--- config.mk ---
export PLATFORM = sky130hd
export DESIGN_NAME = mem_arbiter
export DESIGN_NICKNAME = d
export VERILOG_FILES = /design/src/mem_pkg.sv /design/src/mem_arbiter.sv
export SDC_FILE = /design/constraint.sdc
export NUM_CORES = 1
export LEC_CHECK = 0
export ABC_AREA = 0
export BUFFER_PORTS_ARGS = -buffer_cell sky130_fd_sc_hd__buf_2
export CORE_MARGIN = 2
export CORE_UTILIZATION = 52
export CTS_BUF_LIST = sky130_fd_sc_hd__clkbuf_4 sky130_fd_sc_hd__clkbuf_8
export DETAILED_ROUTE_END_ITERATION = 8
export GPL_TIMING_DRIVEN = 1
export PLACE_DENSITY = 0.82
export SLEW_MARGIN = 20
export SYNTH_ARGS = -nofsm -noshare
export SYNTH_HDL_FRONTEND = slang
export SYNTH_SLANG_ARGS = --single-unit
--- constraint.sdc ---
create_clock -name clk -period 11.7 [get_ports clk]
set_input_delay 1.755 -clock clk [delete_from_list [all_inputs] [get_ports clk]]
set_output_delay 1.755 -clock clk [all_outputs]
set_load 0.01 [all_outputs]
--- src/mem_pkg.sv ---
package mem_pkg;

    // Block and address geometry
    localparam int BLOCK_BITS    = 64;
    localparam int ADDR_BITS     = 10;
    localparam int BANK_SEL_BITS = 2;
    localparam int N_BANKS       = 4;
    localparam int BANK_BLOCKS   = 256;

    // Depth of the shift pipeline inside each bank
    localparam int MEM_DELAY = 5;

    // Icache and dcache
    localparam int N_CLIENTS = 2;

    typedef logic [BLOCK_BITS-1:0]              block_data_t;
    typedef logic [ADDR_BITS-1:0]               block_addr_t;
    // Upper bits of a block address, the low bits pick the bank
    typedef logic [ADDR_BITS-BANK_SEL_BITS-1:0] bank_addr_t;

    typedef enum logic {
        READ  = 1'b0,
        WRITE = 1'b1
    } req_type_t;

    // Also used as the client index in the arbiter and collector
    typedef enum logic {
        ICACHE = 1'b0,
        DCACHE = 1'b1
    } cache_type_t;

    // What the dcache presents with its req
    typedef struct packed {
        req_type_t   req_type;
        block_addr_t addr;
        block_data_t data;
    } dcache_req_t;

    // Arbiter to bank
    typedef struct packed {
        logic        valid;
        req_type_t   req_type;
        cache_type_t cache_type;
        bank_addr_t  bank_addr;
        block_data_t data;
    } bank_req_t;

    // Bank to collector
    typedef struct packed {
        logic        valid;
        cache_type_t cache_type;
        block_data_t data;
    } bank_resp_t;

    // Per-client handshake progress, seen by the arbiter
    typedef enum logic [1:0] {
        PH_IDLE   = 2'd0,
        PH_ISSUED = 2'd1,
        PH_ACKED  = 2'd2
    } client_phase_t;

endpackage

--- src/mem_arbiter.sv ---
`timescale 1ns/1ps

module mem_arbiter (
    input  logic                 clk,
    input  logic                 init,
    input  logic                 icache_req,
    input  mem_pkg::block_addr_t icache_addr,
    input  logic                 dcache_req,
    input  mem_pkg::dcache_req_t dcache_bundle,
    input  logic                 icache_ack,
    input  logic                 dcache_ack,
    output mem_pkg::bank_req_t   bank_req [mem_pkg::N_BANKS]
);
    import mem_pkg::*;

    client_phase_t              phase [N_CLIENTS];
    logic [N_CLIENTS-1:0]       client_req;
    logic [N_CLIENTS-1:0]       client_ack;
    logic [N_CLIENTS-1:0]       eligible;
    cache_type_t                last_grant;
    logic                       grant_valid;
    cache_type_t                grant_client;
    block_addr_t                grant_addr;
    logic [BANK_SEL_BITS-1:0]   grant_bank;
    bank_req_t                  next_req;

    // Client vectors indexed by cache_type
    assign client_req = {dcache_req, icache_req};
    assign client_ack = {dcache_ack, icache_ack};

    // Only a fresh req from an idle client counts
    always_comb begin
        for (int c = 0; c < N_CLIENTS; c++) begin
            eligible[c] = client_req[c] && (phase[c] == PH_IDLE);
        end
    end

    // Round-robin pick, the client not granted last wins a tie
    always_comb begin
        grant_valid = |eligible;
        if (&eligible) begin
            grant_client = (last_grant == ICACHE) ? DCACHE : ICACHE;
        end else if (eligible[DCACHE]) begin
            grant_client = DCACHE;
        end else begin
            grant_client = ICACHE;
        end
    end

    // Build the bank request for the winner
    always_comb begin
        if (grant_client == DCACHE) begin
            grant_addr        = dcache_bundle.addr;
            next_req.req_type = dcache_bundle.req_type;
            next_req.data     = dcache_bundle.data;
        end else begin
            // Icache only ever reads
            grant_addr        = icache_addr;
            next_req.req_type = READ;
            next_req.data     = '0;
        end
        next_req.valid      = grant_valid;
        next_req.cache_type = grant_client;
        next_req.bank_addr  = grant_addr[ADDR_BITS-1:BANK_SEL_BITS];
    end

    assign grant_bank = grant_addr[BANK_SEL_BITS-1:0];

    // One registered request per cycle, steered to its bank
    always_ff @(posedge clk or posedge init) begin
        if (init) begin
            for (int b = 0; b < N_BANKS; b++) begin
                bank_req[b] <= '0;
            end
        end else begin
            for (int b = 0; b < N_BANKS; b++) begin
                if (grant_valid && (grant_bank == BANK_SEL_BITS'(b))) begin
                    bank_req[b] <= next_req;
                end else begin
                    bank_req[b] <= '0;
                end
            end
        end
    end

    // Starts out favoring the icache
    always_ff @(posedge clk or posedge init) begin
        if (init) begin
            last_grant <= DCACHE;
        end else if (grant_valid) begin
            last_grant <= grant_client;
        end
    end

    // Phase per client: granted, then ack seen high, then ack seen low
    always_ff @(posedge clk or posedge init) begin
        if (init) begin
            for (int c = 0; c < N_CLIENTS; c++) begin
                phase[c] <= PH_IDLE;
            end
        end else begin
            for (int c = 0; c < N_CLIENTS; c++) begin
                case (phase[c])
                    PH_IDLE: begin
                        if (grant_valid && (grant_client == cache_type_t'(c))) begin
                            phase[c] <= PH_ISSUED;
                        end
                    end
                    PH_ISSUED: begin
                        if (client_ack[c]) begin
                            phase[c] <= PH_ACKED;
                        end
                    end
                    PH_ACKED: begin
                        if (!client_ack[c]) begin
                            phase[c] <= PH_IDLE;
                        end
                    end
                    default: begin
                        phase[c] <= PH_IDLE;
                    end
                endcase
            end
        end
    end

endmodule

==> results.yml, run 1 <==
drt:
  first_pass_iters: 5
  routed_wl_mm: 33.6
  drtIter0Drc: 752
  wl_per_cell_um: 21.3
  postRouteAntennaNets: 0
  avgViaCountPerCell: 6.03
  via_count: 9499
  drc: 0
yosys:
  ys_seq_elements: 305
  ys_seq_area_share_pct: 66.7
  yosysTopAreaCell: "dfrtp_1"
  yosys-top-cells-count: "dfrtp_1 (304), a21oi_1 (166), nand4_1 (146), a21oi_2 (100), clkbuf_1 (72)"
  yosys-mux-area-fraction_pct: 0
  yosysWarnings: 0
  netlist.area_leader.share_pct: 66.5
  synthSimpleGateAreaFrac_pct: 9.48
  synth_xor_area_share_pct: 0.153
  synth_top_family_by_area: "compound AO/OA/AOI/OAI gates"
  synth_most_common_cell: "dfrtp_1"
  syn-cell-area_mm2: 0.0114
  synthAdderAreaFrac_pct: 0
  synth_area_leaders: "dfrtp_1 (67%), nand4_1 (8.0%), a21oi_2 (7.7%)"
  avgSynthCellArea_um2: 12.4
  synth_edf_count: 0
  synthArstFlopShare_pct: 100
  synth_compound_area_share_pct: 18.6
  synthCells: 924
  syn_nets: 1015
  synth.distinct_cells: 30
  ys.flop_type: "dfrtp_1"
floorplanning:
  dieArea_mm2: 0.0232
  ios: 391
  die_width_um: 152
  die_h_um: 152
  rows: 54
  design.core.area_mm2: 0.0217
  start_util_pct: 52.7
cts:
  cts_tree: "yes"
  insertion_delay_ns: 0.56
  post_cts_buffers: 0
  cts.clk_slew.worst_paths_ns: 0.07
  clk_path_buf_depth: 3
  cts-resized-gates: 0
  numCtsBuffers: 47
  cts_max_level: 2
  cts-root-buf: "clkbuf_8"
  cts.sinks: 305
  hold_buffers: 0
finish:
  drive_gt1_share_pct: 46.5
  final_core_util_pct: 66.4
  nets: 1354
  insertedDiodeCount: 0
  area_growth_pct: 25.8
  fillCellCount: 1640
critical_path:
  cpMostUsedCell: "buf_4"
  crit_required_ns: 12.15
  reg2reg_to: "bank_req[221]"
  crit_cells: 6
  worstPathCellList: "buf_2 -> nor3b_4 -> buf_4 -> nand3_4 -> buf_4 -> a22oi_1"
  crit_family: "buffers and inverters"
  cpPeakStageDelay_ns: 0.78
  critical_path_buf_inv_count: 3
  timing.rr.start: "phase[0]"
  rr_worst_depth: 5
  r2r_slack_ns: 8.40
  worstSetupPathType: "primary input to flop"
  cp.arrival_ns: 4.58
  cp-end-kind: "flop"
  crit_fanout: 83
  crit_path_top_delay_cell: "nand3_4"
  startpoint_type: "primary input"
timing:
  relSlewSlack_pct: 24.2
  fmax_mhz: 242
  timing.final.crit_share_pct: 35.3
  tns_ns: 0
  tightest_slew_ns: 1.14
  rsz0062_at_grt: "no"
  drv_slew: 0
  whs_ns: 0.559
  fin_crit_ns: 4.13
  worst_slack_ns: 7.57
  fin_skew_ns: 0.0200
  finalHoldViolCount: 0
  setup_viol_count_final: 0
place:
  port_buffers: 390
  post-place-ws_ns: 6.89
  gp_congestion: 0.824
  dpl.hpwl_mm: 20.7
worst_hold_path:
  min_from: "phase[1]"
  hold_depth: 1
  hold_end: "phase[0]"
  hold_path.class: "flop to flop"
grt:
  grt_pass1_wl_mm: 52.2
  grt_max_degree: 162
  grt.total_usage_pct: 28.1
  grt_overflow_total: 0
  grt_antenna_before_repair: 0
  grt_pass1_vias: 9561
pwr:
  leakagePower_nw: 7.37
  ir_worst_vdd_mv: 0.111
  powerDensity_mw_per_mm2: 189
status:
  run_status: "finished, final reports clean"
run:
  drv_cap: 0
==> power breakdown <==
part / switching [mW] / internal [mW] / leakage [nW] / total [mW]
clock network: 0.404 / 0.509 / 0.511 / 0.913
logic: 0.488 / 0.154 / 2.63 / 0.642
registers: 0.0389 / 1.13 / 4.23 / 1.17
total: 0.931 / 1.79 / 7.37 / 2.72
==> registers in the layout, indices dropped and copies added (netlist names) <==
signal and cells:
bank_req 300, phase 4, last_grant 1
==> layer usage <==
metal  up-vias  share of wire, %  global-route usage (%)
met4         0               4.6                    13.6
met2       626                49                    44.7
met1      4690                36                    35.4
met5         -                 0                       0
li1       4076                 -                       -
met3       107                10                    8.59
==> kinds of logic (layout without fill, tap and decap cells) <==
group / count (synthesis) / in the layout
buffers and inverters: 122 / 493
DFF: 305 / 305
xor gates and xnor gates: 2 / 2
AOI/OAI and AO/OA: 323 / 323
and+or+nand+nor: 172 / 172
==> cell type report <==
class	count	area [um^2]	share of cell area, %
clock buffer	73	898	6.24
clock inverter	8	72.6	0.504
inverter	3	23.8	0.165
multi-input combinational	497	3300	22.9
sequential	305	7630	53.0
tap	280	350	2.43
timing repair buffer	409	2110	14.7
==> how the worst max path moves through the flow <==
stage | start | endpoint | slack (ns)
6_report | dcache_req | bank_req[221] | 7.57
2_1_floorplan | init | bank_req[0] | 1.52
3_5_place_dp | icache_req | bank_req[285] | 6.89
3_3_place_gp | dcache_req | bank_req[282] | 6.96
5_1_grt | dcache_req | bank_req[221] | 7.42
4_1_cts | dcache_req | bank_req[285] | 7.49
==> placed cells by master (no fill, tap or decap), drive strengths merged <==
cell type | synthesis | routed
o2111ai | 2 | 2
a21boi | 1 | 1
dfstp | 1 | 1
nor3b | 1 | 1
or3 | 1 | 1
or3b | 1 | 1
nor2 | 3 | 3
nand4bb | 1 | 1
buf | 47 | 409
o21ai | 10 | 10
nor4bb | 1 | 1
nand2b | 2 | 2
nand3b | 1 | 1
inv | 3 | 2
nor3 | 1 | 1
nand4 | 146 | 146
clkinvlp | 0 | 3
clkbuf | 72 | 73
a21oi | 266 | 266
a211oi | 2 | 2
o211ai | 8 | 8
clkinv | 0 | 5
dfrtp | 304 | 304
bufinv | 0 | 1
nand3 | 3 | 3
a22oi | 34 | 34
xor2 | 2 | 2
nor2b | 9 | 9
and2 | 2 | 2
==> per-stage QoR <==
stage | area, um^2 | power, mW | instances
global placement | 13400 | 1.80 | 1493
CTS | 14400 | 2.72 | 1574
finish | 14400 | 2.72 | 1575
detailed placement | 13400 | 1.81 | 1493
global route | 14400 | 2.83 | 1575
floorplan | 11400 | 1.62 | 924
(Power assumes the default switching activity.)
==> inputs of run 2 (changes only) <==
ABC_AREA = 1   (was 0)
CORE_UTILIZATION = 47   (was 52)
PLACE_DENSITY = 0.79   (was 0.82)
clock period = 3.5 ns   (was 11.7 ns; I/O delays follow)
==> results.yml, run 2 <==
timing:
  fmax_mhz: 417
  fin_skew_ns: 0.0185
  worst_slack_ns: 1.10
  setup_viol_count_final: 0
  fin_crit_ns: 2.40
  timing.final.crit_share_pct: 68.6
  finalHoldViolCount: 0
  relSlewSlack_pct: 52.9
  tns_ns: 0
  rsz0062_at_grt: "no"
  drv_slew: 0
  tightest_slew_ns: 0.707
finish:
  final_cell_mix: "buf_2 (390), dfrtp_1 (304), nor3_2 (178), nor3_1 (116), nand2_1 (75)"
  final_core_util_pct: 61.4
  final_common_cell: "buf_2"
  largest_reg_flops: 300
  multiInputGateArea_mm2: 0.00300
  area_growth_pct: 28.7
  fillCellCount: 1862
  final_cells: 1552
  reg.largest.list: "bank_req (300), phase (4), last_grant (1)"
  nets: 1292
  stdcell_area_mm2: 0.0144
  insertedDiodeCount: 0
  regArea_mm2: 0.00763
  largest-register: "bank_req"
  drive_gt1_share_pct: 56.5
status:
  run_status: "finished, final reports clean"
cts:
  numCtsBuffers: 48
  cts_max_level: 2
  hold_buffers: 0
  cts.clk_slew.worst_paths_ns: 0.06
  cts-root-buf: "clkbuf_8"
  cts.sinks: 305
  clk_path_buf_depth: 3
  cts_tree: "yes"
  cts-resized-gates: 0
  insertion_delay_ns: 0.54
  post_cts_buffers: 0
grt:
  grt_max_degree: 118
  grt_pass1_wl_mm: 43.5
  grt_overflow_total: 0
  grt_pass1_vias: 7970
  grt.total_usage_pct: 22.6
  grt_antenna_before_repair: 0
critical_path:
  cpPeakStageDelay_ns: 0.42
  crit_fanout: 18
  worstPathCellList: "inv_2 -> nand2_2 -> nor2_4 -> nand2_4 -> inv_2 -> buf_4 -> nand2_1 -> nor3_1"
  reg2reg_to: "bank_req[195]"
  cpMostUsedCell: "inv_2"
  crit_required_ns: 3.94
  crit_path_top_delay_cell: "inv_2"
  cp.arrival_ns: 2.84
  crit_family: "simple AND/OR/NAND/NOR gates"
  startpoint_type: "flop"
  r2r_slack_ns: 1.10
  worstSetupPathType: "flop to flop"
  rr_worst_depth: 8
  cp-end-kind: "flop"
  timing.rr.start: "phase[0]"
  critical_path_buf_inv_count: 3
pwr:
  powerDensity_mw_per_mm2: 680
  p_switching_mw: 3.51
  ir_worst_vdd_mv: 0.764
  power.internal_mw: 6.27
  clkPwrFrac_pct: 31.6
  leakagePower_nw: 7.49
  p_comb_share_pct: 28.5
  pwr-share-seq_pct: 40.0
  netSwitchingFraction_pct: 35.9
floorplanning:
  dieArea_mm2: 0.0250
  rows: 56
  start_util_pct: 47.7
  ios: 391
  die_width_um: 158
  die_h_um: 158
  design.core.area_mm2: 0.0234
place:
  place_area_mm2: 0.0134
  gp_congestion: 0.867
  dp_cells: 1470
  post-place-ws_ns: 0.986
  dpl.hpwl_mm: 19.2
  port_buffers: 390
drt:
  routed_wl_mm: 28.6
  wl_per_cell_um: 18.4
  drc: 0
  drtIter0Drc: 538
  first_pass_iters: 5
  via_count: 7763
  postRouteAntennaNets: 0
  avgViaCountPerCell: 5.00
yosys:
  synthCells: 814
  synth_most_common_cell: "dfrtp_1"
  ys_seq_area_share_pct: 68.3
  netlist.area_leader.share_pct: 68.1
  synthArstFlopShare_pct: 100
  yosysTopAreaCell: "dfrtp_1"
  avgSynthCellArea_um2: 13.7
  syn-cell-area_mm2: 0.0112
  synth.distinct_cells: 24
  ys.flop_type: "dfrtp_1"
  syn_nets: 905
  ys_seq_elements: 305
  synth_area_leaders: "dfrtp_1 (68%), nor3_2 (16%), nor3_1 (5.2%)"
  yosys-top-cells-count: "dfrtp_1 (304), nor3_2 (178), nor3_1 (116), nand2_1 (76), buf_2 (36)"
  yosysWarnings: 0
  synth_edf_count: 0
run:
  drv_cap: 0
worst_hold_path:
  hold_path.class: "primary input to asynchronous set/reset pin"
## run 2: changes by cell type after synthesis, sizes merged, moves of 20 or more
cell | before | now
nor3 | 1 | 294
a21oi | 266 | 1
nand2 | 0 | 92
buf | 47 | 67
a22oi | 34 | 0
clkbuf | 72 | 7
nand4 | 146 | 0
## run 2: through the flow
step | power, mW | hold slack, ns
2_1_floorplan | 5.99 | 0.518
3_3_place_gp | 6.72 | 0.527
3_5_place_dp | 6.76 | 0.551
4_1_cts | 9.86 | 0.0281
5_1_grt | 10.3 | 0.0501
6_report | 9.78 | 0.0374
## run 2: worst max path at each step
stage                     cells after the start  slack, ns        from            end
after floorplan                               1      -1.08        init    bank_req[0]
after global placement                        8       1.04  dcache_req  bank_req[114]
after detailed placement                      8       0.99  dcache_req  bank_req[114]
after CTS                                     8       1.10    phase[0]  bank_req[114]
after global routing                          8       0.92    phase[0]  bank_req[112]
final                                         8       1.10    phase[0]  bank_req[195]
## run 2: cells by family (layout without fill, tap and decap cells)
kind of cell | count (synthesis) | in the layout | share of synthesized area [%]
buf+inv | 91 | 510 | 5.11
compound gates | 7 | 7 | 0.381
simple gates | 411 | 411 | 26.2
flops | 305 | 305 | 68.3
## run 2: layout make-up
class / count / area share [%]
Clock buffer: 71 / 6.19
Inverter: 17 / 0.470
Multi-Input combinational cell: 418 / 20.9
Clock inverter: 11 / 0.775
Sequential cell: 305 / 53.1
Timing Repair Buffer: 411 / 15.8
Tap cell: 319 / 2.78
## run 2: routing by layer
layer  up-vias  wire length, um  global-route usage, %  part of all wire (%)
met4         0             1280                   11.3                   4.5
met2       357            14300                   37.5                    50
met1      3832            10900                   27.4                    38
met5         -                0                      0                     0
li1       3493                -                      -                     -
met3        81             2090                   5.83                   7.3
## run 2: power by group through the flow
stage	Combinational, mW	Clock (mW)	Sequential, mW
floorplan	1.90	0	4.10
global placement	2.76	0	3.96
detailed placement	2.80	0	3.96
CTS	2.80	3.15	3.91
global route	3.01	3.31	3.93
finish	2.78	3.09	3.91
