==> config.mk <==
export PLATFORM = sky130hd
export DESIGN_NAME = mem_resp_collect
export DESIGN_NICKNAME = d
export VERILOG_FILES = /design/src/mem_pkg.sv /design/src/mem_resp_collect.sv
export SDC_FILE = /design/constraint.sdc
export NUM_CORES = 1
export LEC_CHECK = 0
export BUFFER_PORTS_ARGS = -buffer_cell sky130_fd_sc_hd__buf_2
export CAP_MARGIN = 20
export CORE_AREA = 2 2 155 157
export DETAILED_ROUTE_END_ITERATION = 7
export DIE_AREA = 0 0 157 159
export PLACE_DENSITY = 0.6
export RECOVER_POWER = 100
export SLEW_MARGIN = 5
export SYNTH_ARGS = -nofsm -noshare
export SYNTH_HDL_FRONTEND = slang
export SYNTH_SLANG_ARGS = --single-unit
==> constraint.sdc <==
create_clock -name clk -period 1 [get_ports clk]
set_clock_uncertainty 0.1 [all_clocks]
set_input_delay 0.05 -clock clk [delete_from_list [all_inputs] [get_ports clk]]
set_output_delay 0.05 -clock clk [all_outputs]
set_load 0.02 [all_outputs]
==> src/mem_pkg.sv <==
package mem_pkg;

    // Block and address geometry
    localparam int BLOCK_BITS    = 64;
    localparam int ADDR_BITS     = 10;
    localparam int BANK_SEL_BITS = 2;
    localparam int N_BANKS       = 4;
    localparam int BANK_BLOCKS   = 256;

    // Depth of the shift pipeline inside each bank
    localparam int MEM_DELAY = 5;

    // Icache and dcache
    localparam int N_CLIENTS = 2;

    typedef logic [BLOCK_BITS-1:0]              block_data_t;
    typedef logic [ADDR_BITS-1:0]               block_addr_t;
    // Upper bits of a block address, the low bits pick the bank
    typedef logic [ADDR_BITS-BANK_SEL_BITS-1:0] bank_addr_t;

    typedef enum logic {
        READ  = 1'b0,
        WRITE = 1'b1
    } req_type_t;

    // Also used as the client index in the arbiter and collector
    typedef enum logic {
        ICACHE = 1'b0,
        DCACHE = 1'b1
    } cache_type_t;

    // What the dcache presents with its req
    typedef struct packed {
        req_type_t   req_type;
        block_addr_t addr;
        block_data_t data;
    } dcache_req_t;

    // Arbiter to bank
    typedef struct packed {
        logic        valid;
        req_type_t   req_type;
        cache_type_t cache_type;
        bank_addr_t  bank_addr;
        block_data_t data;
    } bank_req_t;

    // Bank to collector
    typedef struct packed {
        logic        valid;
        cache_type_t cache_type;
        block_data_t data;
    } bank_resp_t;

    // Per-client handshake progress, seen by the arbiter
    typedef enum logic [1:0] {
        PH_IDLE   = 2'd0,
        PH_ISSUED = 2'd1,
        PH_ACKED  = 2'd2
    } client_phase_t;

endpackage

==> src/mem_resp_collect.sv <==
`timescale 1ns/1ps

module mem_resp_collect (
    input  logic                 clk,
    input  logic                 init,
    input  mem_pkg::bank_resp_t  bank_resp [mem_pkg::N_BANKS],
    input  logic                 icache_req,
    input  logic                 dcache_req,
    output logic                 icache_ack,
    output logic                 dcache_ack,
    output mem_pkg::block_data_t icache_data,
    output mem_pkg::block_data_t dcache_data
);
    import mem_pkg::*;

    bank_resp_t           merged;
    logic [N_CLIENTS-1:0] client_req;
    logic [N_CLIENTS-1:0] hit;
    logic [N_CLIENTS-1:0] ack_q;
    block_data_t          data_q [N_CLIENTS];

    assign client_req = {dcache_req, icache_req};

    // At most one bank answers in a cycle since issue is one per cycle
    always_comb begin
        merged = '0;
        for (int b = 0; b < N_BANKS; b++) begin
            if (bank_resp[b].valid) begin
                merged = bank_resp[b];
            end
        end
    end

    // Which client the current response belongs to
    always_comb begin
        for (int c = 0; c < N_CLIENTS; c++) begin
            hit[c] = merged.valid && (merged.cache_type == cache_type_t'(c));
        end
    end

    // Ack rises with the response, falls once req is seen low
    always_ff @(posedge clk or posedge init) begin
        if (init) begin
            ack_q <= '0;
        end else begin
            for (int c = 0; c < N_CLIENTS; c++) begin
                if (hit[c]) begin
                    ack_q[c] <= 1'b1;
                end else if (!client_req[c]) begin
                    ack_q[c] <= 1'b0;
                end
            end
        end
    end

    // Only loaded on a response, so it stays put while ack is high
    always_ff @(posedge clk) begin
        for (int c = 0; c < N_CLIENTS; c++) begin
            if (hit[c]) begin
                data_q[c] <= merged.data;
            end
        end
    end

    assign icache_ack  = ack_q[ICACHE];
    assign dcache_ack  = ack_q[DCACHE];
    assign icache_data = data_q[ICACHE];
    assign dcache_data = data_q[DCACHE];

endmodule

==> results.json, run 1 <==
{
  "numPortBuffers": 397,
  "antenna_left": 0,
  "die_height_um": 159,
  "via_per_inst": 4.72,
  "syn2layout_area_growth_pct": 108,
  "run_status": "complete, but fails checks",
  "swShare_pct": 30.3,
  "antenna_found_initial": 1,
  "clockBufferDepth": 2,
  "synth-simple-area-share_pct": 10.8,
  "drive_gt1_share_pct": 63.5,
  "clk_latency_ps": 400,
  "crit_top_cell": "buf_12",
  "cp.arrival_ps": 1280,
  "ys_seq_elements": 130,
  "final_cell_mix": "283 x buf_2, 128 x edfxtp_1, 120 x buf_6",
  "gp_congestion": 0.816,
  "max_stage_delay_ps": 280,
  "fin_nets": 1288,
  "pwr-share-comb_pct": 31.5,
  "synth_compound_area_share_pct": 22.6,
  "dr.max_layer_used": "met4",
  "violations": "hold timing, setup timing",
  "cts_max_level": 4,
  "cts-buffers-inserted": 17,
  "row_count": 56,
  "drc": 0,
  "intPower_mw": 13.1,
  "met2_length_mm": 14.6,
  "coreArea_um2": 23200,
  "period_needed_ps": 1210,
  "synth-adder-area-share_pct": 0,
  "critPathLaunchType": "input pin",
  "synth_xor_area_share_pct": 0,
  "layout_commonest_cell": "buf_2",
  "critPathLaunch": "bank_resp[263]",
  "rsz0062_at_grt": "yes",
  "power.density_nw_per_um2": 1440,
  "grt_pass1_vias": 6603,
  "multi_input_area_um2": 3090,
  "vias": 6387,
  "slew_violations": 0,
  "seq_power_share_pct": 38.6,
  "fin_crit_sh_pct": 121,
  "fmax_mhz": 827,
  "regToRegStartpoint": "ack_q[0]",
  "hold_ws_ps": -13.1,
  "peakVddDrop_mv": 0.941,
  "setup.worst_path.class": "in -> reg",
  "initial_core_util_pct": 27.0,
  "r2r_end": "ack_q[0]",
  "netlist_area_um2": 6260,
  "power.switching_mw": 5.69,
  "drtIter0Drc": 337,
  "drt_pre_antenna_iters": 4,
  "synth-seq-area-share_pct": 62.2,
  "dieArea_um2": 25000,
  "tightestPinTransition_ps": 368,
  "required_ps": 1070,
  "yosysWarnings": 0,
  "setup_ws_ps": -209,
  "grt_max_degree": 34,
  "path_cells": "buf_6 > nor2b_4 > buf_12 > buf_12 > a221oi_4 > o22ai_4 > buf_12 > clkbuf_16",
  "power_leakage_nw": 5.34,
  "clk_pin_slew_worst_paths_ps": 60,
  "dieWidth_um": 157,
  "synth.net_count": 716,
  "maxCapViolCount": 0,
  "root_buffer": "clkbuf_16",
  "io_pins": 398,
  "crit_slowest_cell": "a221oi_4",
  "p_clk_share_pct": 29.9,
  "register_area_um2": 3890,
  "finalSetupViolCount": 380,
  "reg2reg_slack_ps": -70,
  "hpwl_mm": 17.4,
  "wire_per_inst_um": 19.9,
  "yosysUniqueCellTypes": 18,
  "maxSlewHeadroom_pct": 75.2,
  "grt.total_usage_pct": 19.5,
  "end_kind": "flop",
  "fillers": 1816,
  "critPathCapture": "data_q[0][47]",
  "dr_wl_met3_mm": 1.69,
  "hold_violations": 6,
  "avgSynthCellArea_um2": 14.0,
  "p_total_mw": 18.8,
  "crit_fanout": 8,
  "cts_sinks": 130,
  "dp_slack_ps": -673,
  "synth_top_family_by_area": "compound AO/OA/AOI/OAI gates",
  "wl_met1_mm": 9.88,
  "grt_first_pass_wirelength_mm": 36.6,
  "routed_wl_mm": 27.0,
  "hold_path_class": "in -> reg",
  "cts_tree": "yes",
  "grt_overflow": 0,
  "muxShareOfSynthArea_pct": 0,
  "netlist_instances": 448,
  "reg2reg_depth": 2
}
logic make-up (layout without fill, tap and decap cells):
kind of cell	after synthesis	after routing
buffers and inverters	47	632
other	0	1
AO/OA/AOI/OAI	136	136
flip-flops	130	130
AND/OR/NAND/NOR	135	135
worst min path at each step:
stage,startpoint,end,slack [ps],depth (start not counted)
after floorplan,init,ack_q[1],-310,1
after global placement,init,ack_q[1],-190,2
after detailed placement,init,ack_q[1],-180,2
after CTS,bank_resp[263],ack_q[0],-50,4
after global routing,bank_resp[80],data_q[0][14],-7,3
final,bank_resp[75],data_q[0][9],-10,3
sequential cells by signal, indices dropped and copies added (netlist names):
name    flops
ack_q       2
data_q    128
cell type report:
class | count | area share [%]
Clock inverter | 15 | 0.835
Sequential cell | 130 | 29.9
Multi-Input combinational cell | 271 | 23.7
Clock buffer | 17 | 3.26
Antenna cell | 1 | 0.0192
Timing Repair Buffer | 596 | 39.1
Inverter | 4 | 0.115
Tap cell | 319 | 3.06
per-stage QoR:
stage	cell area, µm²	instances	utilization [%]	setup TNS [ps]
floorplan	6410	448	-	-184950
global placement	9130	1182	39.4	-114810
detailed placement	9130	1182	39.4	-122090
CTS	11700	1334	50.6	-35580
global route	13000	1353	56.2	-47010
finish	13000	1353	56.2	-39540
synth_stat cells:
cell type  instances  share of area, %
buf_2              8              0.64
o311ai_0           1              0.14
buf_4              5              0.60
a221oi_1          17               2.4
nor2b_2            1              0.14
nor2b_1           65               6.5
buf_6             10               1.8
o22ai_1            1              0.10
a2bb2oi_1          1              0.14
a211o_1            1              0.14
a221oi_2          49                12
inv_1              4              0.24
nand2_1           69               4.1
o31ai_1           65               7.8
o41ai_1            1              0.14
dfrtp_1            2              0.80
edfxtp_1         128                61
clkbuf_1          20               1.2
power groups by stage:
stage	Sequential (mW)	Clock, mW	Combinational [mW]
final	7.23	5.62	5.91
after global routing	7.30	6.04	6.19
after CTS	7.19	5.75	5.05
after detailed placement	7.19	0	3.86
after global placement	7.17	0	3.84
after floorplan	8.14	0	1.01
per-layer routing:
| layer | vias to the layer above | GRT usage (%) |
|---|---|---|
| met4 | 0 | 7.30 |
| met1 | 3103 | 21.6 |
| met3 | 48 | 4.52 |
| met2 | 290 | 35.8 |
| met5 | - | 0 |
| li1 | 2946 | - |
worst max-delay path, delay by kind of cell:
kind	cells	cell delay (ps)
buffers and inverters	5	690
AOI/OAI and AO/OA	2	410
and+or+nand+nor	1	130
what timing repair did:
item / CTS / global route
resized for setup: 196 / 201
cloned: 10 / 8
pin swaps: 11 / 33
endpoints found under the setup margin: 321 / 370
hold buffers: 96 / 4
buffers inserted: 15 / 19
endpoints found under the hold margin: 132 / 8
No activity file was read; power rests on OpenSTA's default activity.
==> run 2: changes to the inputs <==
--- a/config.mk
+++ b/config.mk
@@ -7,10 +7,10 @@
 export LEC_CHECK = 0
 export BUFFER_PORTS_ARGS = -buffer_cell sky130_fd_sc_hd__buf_2
 export CAP_MARGIN = 20
-export CORE_AREA = 2 2 155 157
+export CORE_AREA = 4 4 152 154
 export DETAILED_ROUTE_END_ITERATION = 7
-export DIE_AREA = 0 0 157 159
-export PLACE_DENSITY = 0.6
+export DIE_AREA = 0 0 156 158
+export PLACE_DENSITY = 0.63
 export RECOVER_POWER = 100
 export SLEW_MARGIN = 5
 export SYNTH_ARGS = -nofsm -noshare
==> run 2 against run 1 <==
  * First-iteration DRC count up 8.3%
  * Via count up 1.3%
  * Final cell count down 2.8%
  * Worst setup slack worse by 23 ps
  * The flow still finishes with violations (hold timing, setup timing)
  * Total power up 2.1%
  * Clock power up 5.7%
  * Hold slack worse by 25 ps
==> results.json, run 2 (synthesis gave the netlist of run 1 again) <==
{
  "run_status": "complete, but fails checks",
  "violations": "hold timing, setup timing",
  "max_stage_delay_ps": 300,
  "fin_crit_sh_pct": 123,
  "root_buffer": "clkbuf_16",
  "syn2layout_area_growth_pct": 108,
  "drive_gt1_share_pct": 62.3,
  "multi_input_area_um2": 3020,
  "layout_commonest_cell": "buf_2",
  "fillers": 1638,
  "cts-buffers-inserted": 17,
  "tightestPinTransition_ps": 357,
  "clockBufferDepth": 2,
  "dieWidth_um": 156,
  "hold_path_class": "in -> reg",
  "dieArea_um2": 24600,
  "cp_num_buf_inv": 5,
  "finalSetupViolCount": 362,
  "slew_violations": 0,
  "cts_sinks": 130,
  "crit_top_cell": "buf_12",
  "cp.arrival_ps": 1260,
  "maxCapViolCount": 0,
  "setup_ws_ps": -232,
  "gp_congestion": 0.840,
  "grt_overflow": 0,
  "crit_fanout": 8,
  "power_leakage_nw": 5.36,
  "end_kind": "flop",
  "reg2reg_depth": 2,
  "antenna_found_initial": 0,
  "drt_pre_antenna_iters": 5,
  "drc": 0,
  "largest_reg_flops": 128,
  "grt.total_usage_pct": 20.1,
  "clk_pin_slew_worst_paths_ps": 60,
  "row_count": 54,
  "grt_pass1_vias": 6671,
  "initial_core_util_pct": 28.9,
  "cp_top_family": "buffers and inverters",
  "fmax_mhz": 812,
  "largestRegisters": "data_q: 128 flops, ack_q: 2 flops",
  "fin_nets": 1291,
  "antenna_left": 0,
  "setup.worst_path.class": "in -> reg",
  "dp_slack_ps": -639,
  "hold_ws_ps": -38.0,
  "maxSlewHeadroom_pct": 75.9,
  "register_area_um2": 3890,
  "critPathLaunchType": "input pin",
  "peakVddDrop_mv": 0.961,
  "grt_first_pass_wirelength_mm": 37.4,
  "coreArea_um2": 21700,
  "path_depth": 8,
  "via_per_inst": 4.92,
  "rsz0062_at_grt": "yes",
  "hpwl_mm": 17.3,
  "clk_latency_ps": 400,
  "vias": 6473,
  "regMostFlops": "data_q",
  "drtIter0Drc": 365,
  "cts_max_level": 4,
  "routed_wl_mm": 28.3,
  "period_needed_ps": 1230,
  "required_ps": 1030,
  "grt_max_degree": 36,
  "power.density_nw_per_um2": 1470,
  "numPortBuffers": 397,
  "timing.setup.tns_ps": -32850,
  "hold_violations": 1,
  "final_cell_mix": "283 x buf_2, 128 x edfxtp_1, 123 x buf_6",
  "crit_slowest_cell": "o31ai_4",
  "hold_path_depth": 4,
  "diodes": 0,
  "io_pins": 398,
  "path_cells": "buf_6 > nor2b_4 > buf_12 > a221oi_4 > o31ai_4 > buf_12 > buf_12 > clkbuf_16",
  "die_height_um": 158,
  "cts_tree": "yes",
  "wire_per_inst_um": 21.5
}
-- run 2: cell count changes in the layout (fill, tap and decap cells not counted), sizes merged --
cell | before | now
buf | 488 | 482
bufinv | 0 | 2
clkinv | 6 | 7
clkinvlp | 5 | 3
diode | 1 | 0
dlygate4sd3 | 99 | 109
dlymetal6s4s | 1 | 0
inv | 8 | 6
-- run 2: through the flow --
stage	cell area (µm²)	total power, mW	cells	hold slack [ps]	util (%)
finish	13000	19.2	1315	-38.0	60.1
global route	13000	20.0	1315	-36.7	60.1
CTS	12000	18.6	1313	-63.6	55.4
detailed placement	9030	11.0	1140	-176	41.6
global placement	9030	11.0	1140	-176	41.6
floorplan	6410	9.15	448	-309	-
-- run 2: timing repair --
action / 4_1_cts / 5_1_grt
buffers inserted: 19 / 10
pin swaps: 18 / 28
hold endpoints to repair: 132 / 3
endpoints found under the setup margin: 279 / 375
resized for setup: 206 / 191
cloned: 15 / 7
hold buffers: 108 / 1
-- run 2: power breakdown --
part / leakage [nW] / total [mW] / internal (mW) / switching, mW
logic: 3.84 / 5.95 / 3.04 / 2.91
registers: 1.25 / 7.27 / 6.90 / 0.369
clock network: 0.270 / 5.94 / 3.64 / 2.30
-- run 2: final timing paths --
check,slack (ps),endpoint,from
max,-230,data_q[0][93],bank_resp[263]
min,-40,ack_q[0],bank_resp[263]
max reg2reg,-50,ack_q[0],ack_q[0]
min reg2reg,520,ack_q[1],ack_q[1]
max in group asynchronous,150,ack_q[0],init
min in group asynchronous,520,ack_q[0],init
-- run 2: layout make-up --
class | instances | share of cell area (%)
multi-input combinational | 271 | 23.2
clock buffer | 17 | 3.26
clock inverter | 14 | 1.08
timing repair buffer | 599 | 39.8
sequential | 130 | 29.9
tap | 280 | 2.69
inverter | 4 | 0.115
-- run 2: worst register-to-register path, delay by kind of cell, from the launching register on --
family,cells,cell delay (ps)
flip-flops,1,400
AO/OA/AOI/OAI,2,420
-- run 2: metal layers --
metal	track usage, %	wire, µm
met1	22.1	10200
met2	36.8	15200
met5	0	0
met3	5.85	2200
met4	7.50	718
==> run 3: changes to the inputs <==
--- a/config.mk
+++ b/config.mk
@@ -10,8 +10,9 @@
 export CORE_AREA = 4 4 152 154
 export DETAILED_ROUTE_END_ITERATION = 7
 export DIE_AREA = 0 0 156 158
-export PLACE_DENSITY = 0.63
+export PLACE_DENSITY = 0.69
 export RECOVER_POWER = 100
+export SKIP_CTS_REPAIR_TIMING = 1
 export SLEW_MARGIN = 5
 export SYNTH_ARGS = -nofsm -noshare
 export SYNTH_HDL_FRONTEND = slang
==> run 3 against run 2 <==
  * The run still ends with hold timing, setup timing left
  * Register-to-register slack barely moved
  * Final cell count fell by 3.0%
  * Sequential share of layout area is 1.6 points higher
  * Routed wire length fell by 3.5%
  * Clock-buffer cell count increased by 1
  * Combinational power shrank 5.7%
  * Fmax is 3.1% higher
  * Via count fell by 2.7%
  * Critical endpoint is now icache_ack
  * Largest cell class unchanged
  * Largest power group unchanged
==> results.json, run 3 (synthesis gave the netlist of run 1 again) <==
{
  "run_status": "complete, but fails checks",
  "violations": "hold timing, setup timing",
  "io_pins": 398,
  "required_ps": 850,
  "grt_max_degree": 69,
  "dieArea_um2": 24600,
  "cp.arrival_ps": 1050,
  "hold_ws_ps": -9.18,
  "fin_nets": 1250,
  "coreArea_um2": 21700,
  "fmax_mhz": 837,
  "row_count": 54,
  "dp_slack_ps": -600,
  "crit_fanout": 2,
  "r2r_end": "ack_q[0]",
  "cts-buffers-inserted": 17,
  "slew_violations": 0,
  "setup_ws_ps": -195,
  "drt_pre_antenna_iters": 5,
  "syn2layout_area_growth_pct": 97.4,
  "worstHoldStart": "bank_resp[81]",
  "grt.total_usage_pct": 16.2,
  "crit_slowest_cell": "dfrtp_2",
  "timing.setup.tns_ps": -20100,
  "drc": 0,
  "cts_max_level": 4,
  "dieWidth_um": 156,
  "die_height_um": 158,
  "cts_tree": "yes",
  "grt_pass1_vias": 5551,
  "fillers": 1673,
  "path_cells": "buf_6 > buf_6",
  "hpwl_mm": 17.0,
  "hold_violations": 8,
  "grt_first_pass_wirelength_mm": 30.6,
  "fin_crit_sh_pct": 120,
  "setup.worst_path.class": "reg -> out",
  "period_needed_ps": 1200,
  "hold_path_depth": 3,
  "layout_commonest_cell": "buf_2",
  "initial_core_util_pct": 28.9,
  "wire_per_inst_um": 21.4,
  "max_stage_delay_ps": 400,
  "drtIter0Drc": 332,
  "maxCapViolCount": 0,
  "power.density_nw_per_um2": 1550,
  "crit_top_cell": "buf_6",
  "critPathLaunchType": "flop",
  "antenna_found_initial": 0,
  "rsz0062_at_grt": "yes",
  "root_buffer": "clkbuf_16",
  "final_cell_mix": "282 x buf_2, 128 x buf_6, 128 x edfxtp_1",
  "reg2reg_depth": 2,
  "clockBufferDepth": 2,
  "numPortBuffers": 397,
  "gp_congestion": 0.846,
  "regMostFlops": "data_q",
  "largestRegisters": "data_q: 128 flops, ack_q: 2 flops",
  "finalSetupViolCount": 326,
  "maxSlewHeadroom_pct": 72.3,
  "regToRegStartpoint": "ack_q[0]",
  "largest_reg_flops": 128,
  "grt_overflow": 0,
  "vias": 6295,
  "tightestPinTransition_ps": 412,
  "power_leakage_nw": 5.13,
  "via_per_inst": 4.94,
  "diodes": 0,
  "reg2reg_slack_ps": -50,
  "end_kind": "output pin",
  "routed_wl_mm": 27.3,
  "hold_path_class": "in -> reg",
  "drive_gt1_share_pct": 63.5,
  "cts_sinks": 130,
  "antenna_left": 0,
  "multi_input_area_um2": 2840,
  "clk_latency_ps": 400,
  "clk_pin_slew_worst_paths_ps": 60,
  "peakVddDrop_mv": 1.08,
  "register_area_um2": 3890,
  "whs_endpoint": "data_q[0][79]"
}
[run 3: routing by layer]
| layer | vias to the layer above | share of wire, % | track usage (%) | wire length, µm |
|---|---|---|---|---|
| li1 | 2859 | - | - | - |
| met1 | 3012 | 35 | 17.4 | 9440 |
| met2 | 369 | 54 | 30.5 | 14800 |
| met3 | 55 | 8.5 | 4.62 | 2330 |
| met4 | 0 | 2.7 | 5.04 | 751 |
| met5 | - | 0 | 0 | 0 |
[run 3: where the power goes]
group | switching, mW | internal (mW)
logic | 2.80 | 2.80
clock network | 2.39 | 3.95
registers | 0.352 | 6.89
[run 3: worst max-delay path, delay by kind of cell, from the launching register on]
kind	cells	cell delay, ps
DFF	1	400
buffers and inverters	2	240
[run 3: worst max path at each step]
stage | start | slack, ps | to
after global routing | ack_q[0] | -230 | icache_ack
after CTS | ack_q[0] | -260 | icache_ack
final | ack_q[0] | -200 | icache_ack
after global placement | bank_resp[197] | -600 | data_q[0][112]
after detailed placement | bank_resp[197] | -600 | data_q[0][112]
after floorplan | bank_resp[263] | -1510 | data_q[0][100]
[run 3: final cells by class]
| cell class | instances | area share, % |
|---|---|---|
| clock inverter | 14 | 1.45 |
| multi-input combinational | 271 | 23.0 |
| sequential | 130 | 31.5 |
| inverter | 4 | 0.121 |
| clock buffer | 18 | 3.47 |
| timing repair buffer | 558 | 37.6 |
| tap | 280 | 2.83 |
[run 3: through the flow]
stage | total power, mW | cells | hold WS [ps] | area (µm²) | utilization (%)
2_1_floorplan | 9.15 | 448 | -309 | 6410 | -
3_3_place_gp | 11.0 | 1128 | -198 | 8930 | 41.2
3_5_place_dp | 11.0 | 1128 | -202 | 8930 | 41.2
4_1_cts | 17.4 | 1160 | -644 | 9540 | 44.0
5_1_grt | 19.9 | 1275 | -9.81 | 12400 | 57.0
6_report | 19.2 | 1275 | -9.18 | 12400 | 57.0
